--- config.mk ---
export PLATFORM = sky130hd
export DESIGN_NAME = countdown_timer_top
export DESIGN_NICKNAME = d
export VERILOG_FILES = /design/src/common/timer_pkg.sv /design/src/common/display_pkg.sv /design/src/hdl/tick_gen.sv /design/src/hdl/button_cond.sv /design/src/timer/timer_fsm.sv /design/src/timer/time_setter.sv /design/src/timer/countdown.sv /design/src/display/ssd_scan.sv /design/src/hdl/countdown_timer_top.sv
export SDC_FILE = /design/constraint.sdc
export NUM_CORES = 1
export LEC_CHECK = 0
export BUFFER_PORTS_ARGS = -buffer_cell sky130_fd_sc_hd__buf_2
export CAP_MARGIN = 0
export CORE_MARGIN = 3
export CORE_UTILIZATION = 35
export DETAILED_ROUTE_END_ITERATION = 10
export GPL_ROUTABILITY_DRIVEN = 0
export PLACE_DENSITY_LB_ADDON = 0.25
export SLEW_MARGIN = 20
export SYNTH_ARGS = -nofsm -noshare
export SYNTH_HDL_FRONTEND = slang
export SYNTH_SLANG_ARGS = --single-unit
--- constraint.sdc ---
create_clock -name clk -period 7.2 [get_ports clk]
set_clock_uncertainty 0.1 [all_clocks]
set_input_delay 0 -clock clk [delete_from_list [all_inputs] [get_ports clk]]
set_output_delay 0 -clock clk [all_outputs]
set_load 0.03 [all_outputs]
--- src/common/timer_pkg.sv ---
package timer_pkg;

  // ********************
  // timing
  localparam int DEFAULT_CYCLES_PER_TICK = 1_000_000;  // clk cycles per fast tick on board
  localparam int TICKS_PER_SECOND        = 100;        // fast ticks in one second
  localparam int TICK_CNT_W              = 7;          // holds 0..99
  localparam int DEBOUNCE_TICKS          = 4;          // steady samples before a press
  localparam int DEBOUNCE_CNT_W          = 3;          // holds 0..4

  typedef logic [TICK_CNT_W-1:0]     tick_cnt_t;  // fast ticks within a second
  typedef logic [DEBOUNCE_CNT_W-1:0] db_cnt_t;    // per button steady count

  // ********************
  // time value
  typedef logic [3:0] bcd_t;  // one decimal digit

  typedef struct packed {
    bcd_t min_tens;  // leftmost digit
    bcd_t min_ones;
    bcd_t sec_tens;
    bcd_t sec_ones;  // rightmost digit
  } mmss_t;

  // ********************
  // control
  typedef enum logic [2:0] {
    TS_SET   = 3'b011,  // encoding goes straight to the leds
    TS_RUN   = 3'b001,
    TS_PAUSE = 3'b010,
    TS_DONE  = 3'b100
  } timer_state_e;

  typedef struct packed {
    logic sec;    // advance seconds
    logic min;    // advance minutes
    logic pause;  // run / pause toggle
    logic start;  // load and go
  } buttons_t;

endpackage

--- src/common/display_pkg.sv ---
package display_pkg;

  // ********************
  // seven segment display
  localparam int SEG_NUMBER_COUNT = 4;  // digits on the board
  localparam int SEG_BIT_WIDTH    = 8;  // a..g plus decimal point
  localparam int SCAN_IDX_W       = 2;  // picks one of four digits

  // active low, bit 0 = a ... bit 6 = g, bit 7 = dp
  typedef logic [SEG_BIT_WIDTH-1:0] seg_t;

  // active low, bit 3 = minute tens ... bit 0 = second ones
  typedef logic [SEG_NUMBER_COUNT-1:0] digit_sel_t;

  typedef logic [SCAN_IDX_W-1:0] scan_idx_t;

  localparam seg_t SEG_BLANK = 8'hFF;  // all segments off

endpackage

--- src/hdl/tick_gen.sv ---
module tick_gen #(
  parameter int CYCLES_PER_TICK = timer_pkg::DEFAULT_CYCLES_PER_TICK
) (
  input  logic clk,          // system clock
  input  logic reset_i,      // sync, active high
  output logic fast_tick_o,  // debounce and scan rate
  output logic sec_tick_o    // one pulse per second
);

  localparam int CYC_W = (CYCLES_PER_TICK > 1) ? $clog2(CYCLES_PER_TICK) : 1;

  logic [CYC_W-1:0]     cyc_cnt;   // clk cycles within a fast tick
  timer_pkg::tick_cnt_t tick_cnt;  // fast ticks within a second

  // ********************
  // clock enable counters
  always_ff @(posedge clk) begin
    if (reset_i) begin
      cyc_cnt  <= '0;
      tick_cnt <= '0;
    end else begin
      if (fast_tick_o) begin
        cyc_cnt <= '0;  // wrap
        if (sec_tick_o) tick_cnt <= '0;
        else tick_cnt <= tick_cnt + 1'b1;
      end else begin
        cyc_cnt <= cyc_cnt + 1'b1;
      end
    end
  end

  assign fast_tick_o = (cyc_cnt == CYC_W'(CYCLES_PER_TICK - 1));  // last cycle of period
  assign sec_tick_o  = fast_tick_o &&
                       (tick_cnt == timer_pkg::tick_cnt_t'(timer_pkg::TICKS_PER_SECOND - 1));

endmodule

--- src/hdl/button_cond.sv ---
module button_cond (
  input  logic                clk,          // system clock
  input  logic                reset_i,      // sync, active high
  input  timer_pkg::buttons_t buttons_i,    // raw push buttons
  input  logic                switch_i,     // raw mode switch
  input  logic                fast_tick_i,  // sample enable
  output timer_pkg::buttons_t presses_o,    // one clk pulse per press
  output logic                mode_o        // synchronized switch
);

  timer_pkg::buttons_t                  btn_meta, btn_sync;  // two flop sync
  logic                                 sw_meta, sw_sync;
  logic [$bits(timer_pkg::buttons_t)-1:0] btn_bits;           // indexable view
  logic [$bits(timer_pkg::buttons_t)-1:0] press_bits;

  // ********************
  // synchronizers
  always_ff @(posedge clk) begin
    if (reset_i) begin
      btn_meta <= '0;
      btn_sync <= '0;
      sw_meta  <= 1'b0;
      sw_sync  <= 1'b0;
    end else begin
      btn_meta <= buttons_i;
      btn_sync <= btn_meta;
      sw_meta  <= switch_i;
      sw_sync  <= sw_meta;
    end
  end

  assign btn_bits = btn_sync;

  // ********************
  // debounce, one counter per button
  for (genvar i = 0; i < $bits(timer_pkg::buttons_t); i++) begin : g_db
    timer_pkg::db_cnt_t db_cnt;  // saturates at DEBOUNCE_TICKS
    logic               press_q;
    always_ff @(posedge clk) begin
      if (reset_i) begin
        db_cnt  <= '0;
        press_q <= 1'b0;
      end else begin
        press_q <= 1'b0;  // pulse lasts one cycle
        if (fast_tick_i) begin
          if (!btn_bits[i]) begin
            db_cnt <= '0;  // low sample restarts
          end else if (db_cnt != timer_pkg::db_cnt_t'(timer_pkg::DEBOUNCE_TICKS)) begin
            db_cnt  <= db_cnt + 1'b1;
            press_q <= (db_cnt == timer_pkg::db_cnt_t'(timer_pkg::DEBOUNCE_TICKS - 1));
          end
        end
      end
    end
    assign press_bits[i] = press_q;
  end

  assign presses_o = timer_pkg::buttons_t'(press_bits);
  assign mode_o    = sw_sync;  // level only, no debounce

endmodule

--- src/timer/timer_fsm.sv ---
module timer_fsm (
  input  logic                    clk,         // system clock
  input  logic                    reset_i,     // sync, active high
  input  logic                    start_i,     // start press pulse
  input  logic                    pause_i,     // pause press pulse
  input  logic                    mode_i,      // level, forces setting
  input  logic                    zero_i,      // countdown at 00:00
  output timer_pkg::timer_state_e state_o,     // also shown on leds
  output logic                    load_o,      // copy set time into counter
  output logic                    count_en_o   // counter may decrement
);

  timer_pkg::timer_state_e state_q, state_d;

  // ********************
  // next state
  always_comb begin
    state_d = state_q;
    load_o  = 1'b0;
    if (mode_i) begin
      state_d = timer_pkg::TS_SET;  // switch wins over everything
    end else begin
      case (state_q)
        timer_pkg::TS_SET: begin
          if (start_i) begin
            state_d = timer_pkg::TS_RUN;
            load_o  = 1'b1;  // same cycle as the move
          end
        end
        timer_pkg::TS_RUN: begin
          if (zero_i) state_d = timer_pkg::TS_DONE;  // expiry before pause
          else if (pause_i) state_d = timer_pkg::TS_PAUSE;
        end
        timer_pkg::TS_PAUSE: begin
          if (pause_i || start_i) state_d = timer_pkg::TS_RUN;  // resume
        end
        timer_pkg::TS_DONE: begin
          if (start_i) state_d = timer_pkg::TS_SET;  // back to setting
        end
        default: state_d = timer_pkg::TS_SET;
      endcase
    end
  end

  // ********************
  // state register
  always_ff @(posedge clk) begin
    if (reset_i) state_q <= timer_pkg::TS_SET;
    else state_q <= state_d;
  end

  assign state_o    = state_q;
  assign count_en_o = (state_q == timer_pkg::TS_RUN);

endmodule

--- src/timer/time_setter.sv ---
module time_setter (
  input  logic                    clk,          // system clock
  input  logic                    reset_i,      // sync, active high
  input  timer_pkg::timer_state_e state_i,      // only advances in setting
  input  logic                    sec_press_i,  // seconds button pulse
  input  logic                    min_press_i,  // minutes button pulse
  output timer_pkg::mmss_t        set_time_o    // time chosen by the user
);

  timer_pkg::mmss_t set_q;

  // next value of a tens:ones pair, 59 wraps to 00
  function automatic logic [7:0] inc_mod60(input timer_pkg::bcd_t tens,
                                           input timer_pkg::bcd_t ones);
    timer_pkg::bcd_t t_n;
    timer_pkg::bcd_t o_n;
    t_n = tens;
    o_n = ones + 1'b1;
    if (ones == 4'd9) begin
      o_n = '0;  // ones roll over
      t_n = (tens == 4'd5) ? 4'd0 : tens + 1'b1;
    end
    return {t_n, o_n};
  endfunction

  // ********************
  // set registers
  always_ff @(posedge clk) begin
    if (reset_i) begin
      set_q <= '0;  // 00:00
    end else if (state_i == timer_pkg::TS_SET) begin
      if (sec_press_i) begin
        {set_q.sec_tens, set_q.sec_ones} <= inc_mod60(set_q.sec_tens, set_q.sec_ones);
      end
      if (min_press_i) begin  // no carry from seconds
        {set_q.min_tens, set_q.min_ones} <= inc_mod60(set_q.min_tens, set_q.min_ones);
      end
    end
  end

  assign set_time_o = set_q;

endmodule

--- src/timer/countdown.sv ---
module countdown (
  input  logic             clk,          // system clock
  input  logic             reset_i,      // sync, active high
  input  logic             load_i,       // capture load_time_i
  input  timer_pkg::mmss_t load_time_i,  // time from the setter
  input  logic             count_en_i,   // running
  input  logic             sec_tick_i,   // one per second
  output timer_pkg::mmss_t cur_time_o,   // remaining time
  output logic             zero_o        // all digits zero
);

  timer_pkg::mmss_t cur_q;
  timer_pkg::mmss_t dec_time;  // cur_q minus one second
  logic             b_sec_tens, b_min_ones, b_min_tens;  // borrow into each digit

  // one digit down, wraps to top on zero
  function automatic timer_pkg::bcd_t dec_digit(input timer_pkg::bcd_t d,
                                                input timer_pkg::bcd_t top);
    return (d == 4'd0) ? top : d - 1'b1;
  endfunction

  // ********************
  // borrow chain
  always_comb begin
    dec_time   = cur_q;
    b_sec_tens = (cur_q.sec_ones == 4'd0);
    b_min_ones = b_sec_tens && (cur_q.sec_tens == 4'd0);  // seconds reload 59
    b_min_tens = b_min_ones && (cur_q.min_ones == 4'd0);
    dec_time.sec_ones = dec_digit(cur_q.sec_ones, 4'd9);
    if (b_sec_tens) dec_time.sec_tens = dec_digit(cur_q.sec_tens, 4'd5);
    if (b_min_ones) dec_time.min_ones = dec_digit(cur_q.min_ones, 4'd9);
    if (b_min_tens) dec_time.min_tens = dec_digit(cur_q.min_tens, 4'd5);
  end

  // ********************
  // counter register
  always_ff @(posedge clk) begin
    if (reset_i) begin
      cur_q <= '0;
    end else if (load_i) begin
      cur_q <= load_time_i;
    end else if (count_en_i && sec_tick_i && !zero_o) begin
      cur_q <= dec_time;  // holds at 00:00
    end
  end

  assign cur_time_o = cur_q;
  assign zero_o     = (cur_q == '0);

endmodule

--- src/display/ssd_scan.sv ---
module ssd_scan (
  input  logic                    clk,          // system clock
  input  logic                    reset_i,      // sync, active high
  input  logic                    fast_tick_i,  // next digit
  input  logic                    show_set_i,   // show setter instead of counter
  input  timer_pkg::mmss_t        set_time_i,
  input  timer_pkg::mmss_t        cur_time_i,
  output display_pkg::seg_t       segs_o,       // active low segments
  output display_pkg::digit_sel_t ssd_ctl_o     // active low digit select
);

  display_pkg::scan_idx_t scan_idx;  // 3 = leftmost digit
  timer_pkg::mmss_t       shown;
  timer_pkg::bcd_t        digit;

  // ********************
  // scan counter, 3 2 1 0
  always_ff @(posedge clk) begin
    if (reset_i) scan_idx <= '1;  // start at minute tens
    else if (fast_tick_i) scan_idx <= scan_idx - 1'b1;
  end

  assign shown     = show_set_i ? set_time_i : cur_time_i;
  assign ssd_ctl_o = display_pkg::digit_sel_t'(~(4'b0001 << scan_idx));  // one low

  always_comb begin
    case (scan_idx)
      2'd3:    digit = shown.min_tens;
      2'd2:    digit = shown.min_ones;
      2'd1:    digit = shown.sec_tens;
      default: digit = shown.sec_ones;
    endcase
  end

  // ********************
  // bcd to segments, common anode
  always_comb begin
    case (digit)
      4'd0:    segs_o = 8'hC0;  // a b c d e f
      4'd1:    segs_o = 8'hF9;  // b c
      4'd2:    segs_o = 8'hA4;
      4'd3:    segs_o = 8'hB0;
      4'd4:    segs_o = 8'h99;
      4'd5:    segs_o = 8'h92;
      4'd6:    segs_o = 8'h82;
      4'd7:    segs_o = 8'hF8;
      4'd8:    segs_o = 8'h80;  // all on, dp off
      4'd9:    segs_o = 8'h90;
      default: segs_o = display_pkg::SEG_BLANK;  // not a digit
    endcase
  end

endmodule

--- src/hdl/countdown_timer_top.sv ---
module countdown_timer_top #(
  parameter int CYCLES_PER_TICK = timer_pkg::DEFAULT_CYCLES_PER_TICK
) (
  input  logic                    clk,        // board clock
  input  logic                    reset_i,    // sync, active high
  input  timer_pkg::buttons_t     buttons_i,  // raw push buttons
  input  logic                    switch_i,   // mode switch
  output logic [15:0]             led_o,      // state and expiry lamps
  output display_pkg::seg_t       segs_o,     // segment lines
  output display_pkg::digit_sel_t ssd_ctl_o   // digit selects
);

  logic                    fast_tick, sec_tick;
  timer_pkg::buttons_t     presses;
  logic                    mode_sync;
  timer_pkg::timer_state_e state;
  logic                    load, count_en, count_zero;
  timer_pkg::mmss_t        set_time, cur_time;

  // ********************
  // timing and inputs
  tick_gen #(.CYCLES_PER_TICK(CYCLES_PER_TICK)) i_tick_gen (
    .clk(clk), .reset_i(reset_i),
    .fast_tick_o(fast_tick), .sec_tick_o(sec_tick)
  );

  button_cond i_button_cond (
    .clk(clk), .reset_i(reset_i), .buttons_i(buttons_i), .switch_i(switch_i),
    .fast_tick_i(fast_tick), .presses_o(presses), .mode_o(mode_sync)
  );

  // ********************
  // control and counters
  timer_fsm i_timer_fsm (
    .clk(clk), .reset_i(reset_i), .start_i(presses.start), .pause_i(presses.pause),
    .mode_i(mode_sync), .zero_i(count_zero),
    .state_o(state), .load_o(load), .count_en_o(count_en)
  );

  time_setter i_time_setter (
    .clk(clk), .reset_i(reset_i), .state_i(state),
    .sec_press_i(presses.sec), .min_press_i(presses.min), .set_time_o(set_time)
  );

  countdown i_countdown (
    .clk(clk), .reset_i(reset_i), .load_i(load), .load_time_i(set_time),
    .count_en_i(count_en), .sec_tick_i(sec_tick),
    .cur_time_o(cur_time), .zero_o(count_zero)
  );

  // ********************
  // display
  ssd_scan i_ssd_scan (
    .clk(clk), .reset_i(reset_i), .fast_tick_i(fast_tick),
    .show_set_i(state == timer_pkg::TS_SET),  // setter shown only while setting
    .set_time_i(set_time), .cur_time_i(cur_time),
    .segs_o(segs_o), .ssd_ctl_o(ssd_ctl_o)
  );

  assign led_o[2:0]  = state;  // raw state encoding
  assign led_o[15:3] = {13{count_zero && (state == timer_pkg::TS_DONE)}};  // expired

endmodule

; ---- Word level (Yosys, flattened, before mapping)
; Memory sizes are Yosys's and may differ from the RTL's.
; Cells that the tools add are included.
[totals]
regBits = 90
input_bits = 7
mem_count = 1
output_inout_bits = 28
rom_bits = 112
wordCells = 154
[classes]
muxes = 33
n_bitwise = 10
eq_ne = 29
n_reduce_logical = 35
n_addsub = 15
shift = 1
[mem_list]
columns = memory, words, width, rd, rd_ports_with_merged_regs, wr, line_no
row1 = (name not given), 16, 7, 1, 0, 0, ssd_scan.sv:38  ; case (digit)
[op_table]
columns = operator, count
row1 = 16-bit 2-to-1 mux, 3
row2 = 4-bit 2-to-1 mux, 11
row3 = 3-bit 2-to-1 mux, 13
row4 = "20-bit by 1-bit adder with 20-bit output, second input constant", 1
row5 = "20-bit == test, second input constant", 1
row6 = "3-bit by 2-bit == test with 1-bit output, second input constant", 6
row7 = 2-bit AND reduction, 9
row8 = "4-bit by 1-bit adder with 4-bit output, second input constant", 4
row9 = 16-bit zero test, 1
row10 = 4-bit zero test, 4
row11 = 4-bit OR reduction, 4
row12 = "4-bit by 1-bit subtractor with 4-bit output, second input constant", 4
row13 = "3-bit inequality test, second input constant", 5
row14 = "3-bit by 1-bit adder with 3-bit output, second input constant", 4
row15 = 3-bit case mux with 4 select lines, 1
row16 = 4-bit case mux with 3 select lines, 1
row17 = "2-bit inequality test, second input constant", 5
row18 = 1-bit inverter, 9
row19 = "4-bit by 3-bit == test with 1-bit output, second input constant", 2
row20 = "4-bit == test, second input constant", 2
row21 = 2-bit nonzero test, 4
row22 = "7-bit by 1-bit adder with 7-bit output, second input constant", 1
row23 = "7-bit == test, second input constant", 1
row24 = 7-bit 2-to-1 mux, 1
row25 = other kinds (15), 26

; ---- Depth between registers and ports, before layout
[logic_depth]
ltp_word = 6
depth_mapped = 10
depth_no_buf = 9

; ---- Cells and area by module
; A second synthesis with hierarchy kept.
[hier_totals]
hier_cells = 604
hier_area_um2 = 5185.0
[modules_own_cells]
columns = module, n_inst, cells_each, seq_area_each_um2, area_each_um2
row1 = tick_gen, 1, 152, 540.5, 1290.0
row2 = button_cond, 1, 129, 520.5, 1186.1
row3 = countdown, 1, 114, 320.3, 975.9
row4 = time_setter, 1, 97, 320.3, 855.8
row5 = ssd_scan, 1, 76, 40.0, 588.1
row6 = timer_fsm, 1, 22, 60.1, 176.4
row7 = countdown_timer_top, 1, 14, 0.0, 112.6

; ---- Least setup slack after synthesis
; Ideal clock, no wire load.
[synth_path]
path_kind = reg2out
from = reg i_countdown.cur_q (netlist bit i_countdown.cur_time_o[0])
to = out led_o[10]
stages_incl_launch_ff = 6
slack_ps = 3300
required_time_ps = 7100
t_arrival_ps = 3800
path_buffers = 1
cell_sequence = dfxtp_1 or3_1 nor4_1 nand2_1 nor4b_1 buf_4
[synth_via]
elab_chain_cells = 2
[synth_rtl]
columns = element, line_no
row1 = "start, declared", countdown.sv:12  ; timer_pkg::mmss_t cur_q;
row2 = "start signal, assigned", countdown.sv:41  ; cur_q <= load_time_i;
row3 = "start signal, assigned", countdown.sv:43  ; cur_q <= dec_time;
row4 = 16-bit zero test, countdown.sv:48  ; assign zero_o = (cur_q == '0);
row5 = 1-bit logical AND, countdown_timer_top.sv:61  ; assign led_o[15:3] = {13{count_zero && (state == timer_pkg::TS_DONE)}};
row6 = "end, declared", countdown_timer_top.sv:8  ; output logic [15:0] led_o,
; No other way between the ends.

; ---- Worst setup path in the final report
[layout_path]
from = reg i_ssd_scan.scan_idx[0]
to = out segs_o[3]
[layout_via]
elab_chain_cells = 3
elab_cells_between_ends = 5
classes_between = eq/ne (3) / mux (1) / memory (1)
[layout_rtl]
columns = element, line_no
row1 = "start, declared", ssd_scan.sv:12  ; display_pkg::scan_idx_t scan_idx;
row2 = "start signal, assigned", ssd_scan.sv:20  ; else if (fast_tick_i) scan_idx <= scan_idx - 1'b1;
row3 = 2-bit by 1-bit == test with 1-bit output / 2-bit == test (equally long branches), ssd_scan.sv:27  ; case (scan_idx)
row4 = 4-bit case mux with 3 select lines *, ssd_scan.sv:27
row5 = memory read 16 x 7 bit *, n/a
row6 = "end, declared", countdown_timer_top.sv:9  ; output display_pkg::seg_t segs_o,
; Mark *: on every way between the ends. The rest lies on a longest branch, timed or not.

==> metrics.txt <==
synthesized area=slightly below 5000 µm²; antenna viol nets, final=0; Peak VDD IR=0.000137 V; cell count after synthesis=570; DRC errors left=0; minimum clock period=between 3000 and 4000 ps; Congestion Overflow GR=0; clock buffer depth=2; total routed wirelength=about 11 mm; hold crit path type=primary input to register; Critical path origin=i_ssd_scan.scan_idx[0]; Clock Latency Late Sink=350 ps; Post-Layout Inst Area=approximately 5400 µm²; Arr. time, crit path=between 2000 and 3000 ps; port bufs=33; fin util=approximately 40%; fmax=330 MHz; Slew HR=a little over a quarter; Die Span X=between 100 and 150 µm; Row Count=42; sequential fraction of the synthesis area=between 30% and 40%; clk slew on worst S/H paths=70 ps; wire per inst=14.8 µm; clock sinks=90; via count=4082; Slowest-stage cell, CP=a222oi_1; CP peak stage delay=approximately 500 ps; status=completed; Detailed Place HPWL=~8 mm; Yosys warnings=0; Die Area=15200 µm²; Hold Path Origin=buttons_i[0]; First DRT Iteration DRCs=331; # setup viols final=0; Unique masters post-synth=59; H-Tree Depth=3; R2R depth=5; pre-CTS WS=approximately 4200 ps; DR pass1 iterations=5; ranking of synthesized cells by area=dfxtp_1 37%, ha_1 5.7%, nor2_1 4.7%; Avg Inst Size Synth=8.45 µm²; setup ws final=roughly 4200 ps; Power Dens Cells=approximately 190 nW/µm²; FF-to-FF End=i_tick_gen.cyc_cnt[3]; share of layout cells above drive strength 1=about a tenth; total CTS buffers=9; nets@finish=608; setup TNS=0 ps; Worst Path Class, Setup=register to output port; CP cell instances=inv_1 -> ha_1 -> a222oi_1 -> mux4_2 -> inv_1 -> ha_1 -> a221o_1 -> buf_2; post-placement cell area=roughly 5000 µm²; CTS Root Cell=clkbuf_16; first-pass GRT wire length=roughly 19 mm; Seq cells post-synth=90; antenna violations before repair=0; r2r setup slk=between 4000 and 5000 ps; Worst-Margin Slew=between 1000 and 1500 ps; share of the synthesized area in the top cell type=between 30% and 40%; worst hold path cell count=3; setup repair after global routing missed its margin=false; ys flop type=dfxtp_1; worst setup path endpoint=segs_o[3]; Worst EP required=7100 ps; Final Hold Viols=0; Async S/R FF share, synth=0%; Syn Nets=approximately 600; number of enable flip-flop cells after synthesis=0; Final Max Slew Viols=0; CTS tree=yes; Critical Path Fanout Max=9; vias per std cell=between 5 and 6; R2R Path Start=i_tick_gen.cyc_cnt[9]; setup bufs post-CTS=0; Total Routing Usage GR=roughly 16%; Worst setup SP type=register; Ant. Diodes=0; largest net degree at the start of global routing=57; Tcrit/Tclk final=42.1%; P&R area growth vs syn=11.3%; max-cap violations=0; Setup crit end kind=output port; # IOs=35; Initial Util=36.1%; top cell type by total area after synthesis=dfxtp_1; Chip Height=approximately 120 µm; final hold slack=299 ps; Leak=a little under 2 nW; CORE AREA=13300 µm²; vias in the first global route=3878
sequential cells by signal, indices dropped and copies added, names as in the netlist, 2 cells and up:
name / count
i_ssd_scan.scan_idx: 2
i_tick_gen.tick_cnt: 7
i_button_cond.g_db.db_cnt: 12
i_button_cond.btn_bits: 4
i_button_cond.btn_meta: 4
i_button_cond.g_db.press_q: 4
i_timer_fsm.state_o: 3
i_time_setter.set_time_o: 16
i_tick_gen.cyc_cnt: 20
i_countdown.cur_time_o: 16
logic make-up (layout without fill, tap and decap cells):
kind of cell    count (synthesis)  in the layout  share of synthesized area (%)
compound gates                118            118                           17.0
xor+xnor                       31             31                           5.64
fa+ha+maj                      22             22                           5.72
buf+inv                        79             93                           7.41
flops                          90             90                           37.4
mux                             8              8                           2.44
other cells                     1              1                         0.0779
simple gates                  221            221                           24.2
stage by stage:
stage               instances  power (mW)
CTS                       760        1.01
global route              760        1.03
global placement          738       0.534
floorplan                 570       0.529
detailed placement        738       0.534
finish                    760       0.993
synth_stat cells, drive strengths merged (4+ instances only):
library cell and count:
a21boi 4, a21oi 28, a222oi 8, a311oi 10, a31oi 6, and2 12
and3 13, buf 18, clkbuf 26, dfxtp 90, ha 22, inv 35
mux2i 5, nand2 29, nand2b 7, nand3 26, nand3b 8, nand4 9
nor2 60, nor2b 11, nor3 11, nor3b 5, nor4 8, o21ai 25
o31ai 6, o41ai 4, or3 5, or4 6, xnor2 18, xor2 13
worst min-delay path by stage:
stage / end
after detailed placement: i_button_cond.sw_meta
final: i_button_cond.btn_meta[0]
after floorplan: i_button_cond.btn_meta[0]
after global placement: i_button_cond.sw_meta
after CTS: i_button_cond.sw_meta
after global routing: i_button_cond.btn_meta[2]
worst max-delay path: cells and delay by family, from the launching register on:
kind                       cells  cell delay, ps
AOI/OAI and AO/OA              2             820
adders and majority gates      2             630
buffers and inverters          3             360
DFF                            1             400
muxes                          1             370
where the power goes:
| group | switching [mW] | total [mW] | internal (mW) |
|---|---|---|---|
| combinational | 0.0131 | 0.0210 | 0.00786 |
| clock | 0.203 | 0.467 | 0.265 |
| sequential | 0.00256 | 0.504 | 0.502 |
| total | 0.218 | 0.993 | 0.774 |
metal layers:
layer / vias up / GRT usage (%) / routed length [µm]
met5: - / 0 / 0
met4: 0 / 5.88 / 228
met3: 19 / 4.44 / 552
met2: 89 / 25.6 / 5230
met1: 1928 / 20.2 / 5260
li1: 2046 / - / -
final cells by class:
type | instances | area (µm²)
fillers | 1354 | 7990
multi-input cells | 401 | 2660
flip-flops and latches | 90 | 1800
clock buffers | 12 | 267
repair buffers | 42 | 248
well taps | 176 | 220
inverters | 35 | 131
clock inverters | 4 | 33.8
timing repair:
| action | CTS | global route |
|---|---|---|
| hold buffers | 6 | 0 |
| hold endpoints to repair | 6 | 0 |
| gates resized for setup | 0 | 0 |
cells in the final DEF (no fill, tap or decap), types with 8 or more instances in the layout:
master	synthesis	final
nand4_1	9	9
nor2b_1	11	11
nand3_1	26	26
nor4_1	8	8
inv_1	35	35
nor2_1	60	60
and3_1	13	13
xnor2_1	18	18
o21ai_0	24	24
dfxtp_1	90	90
nand2_1	29	29
buf_2	3	33
clkbuf_16	0	9
and2_1	10	10
a311oi_1	10	10
a222oi_1	8	8
nor3_1	11	11
xor2_1	13	13
a21oi_1	28	28
ha_1	22	22
nand3b_1	8	8
(Power assumes the default switching activity.)
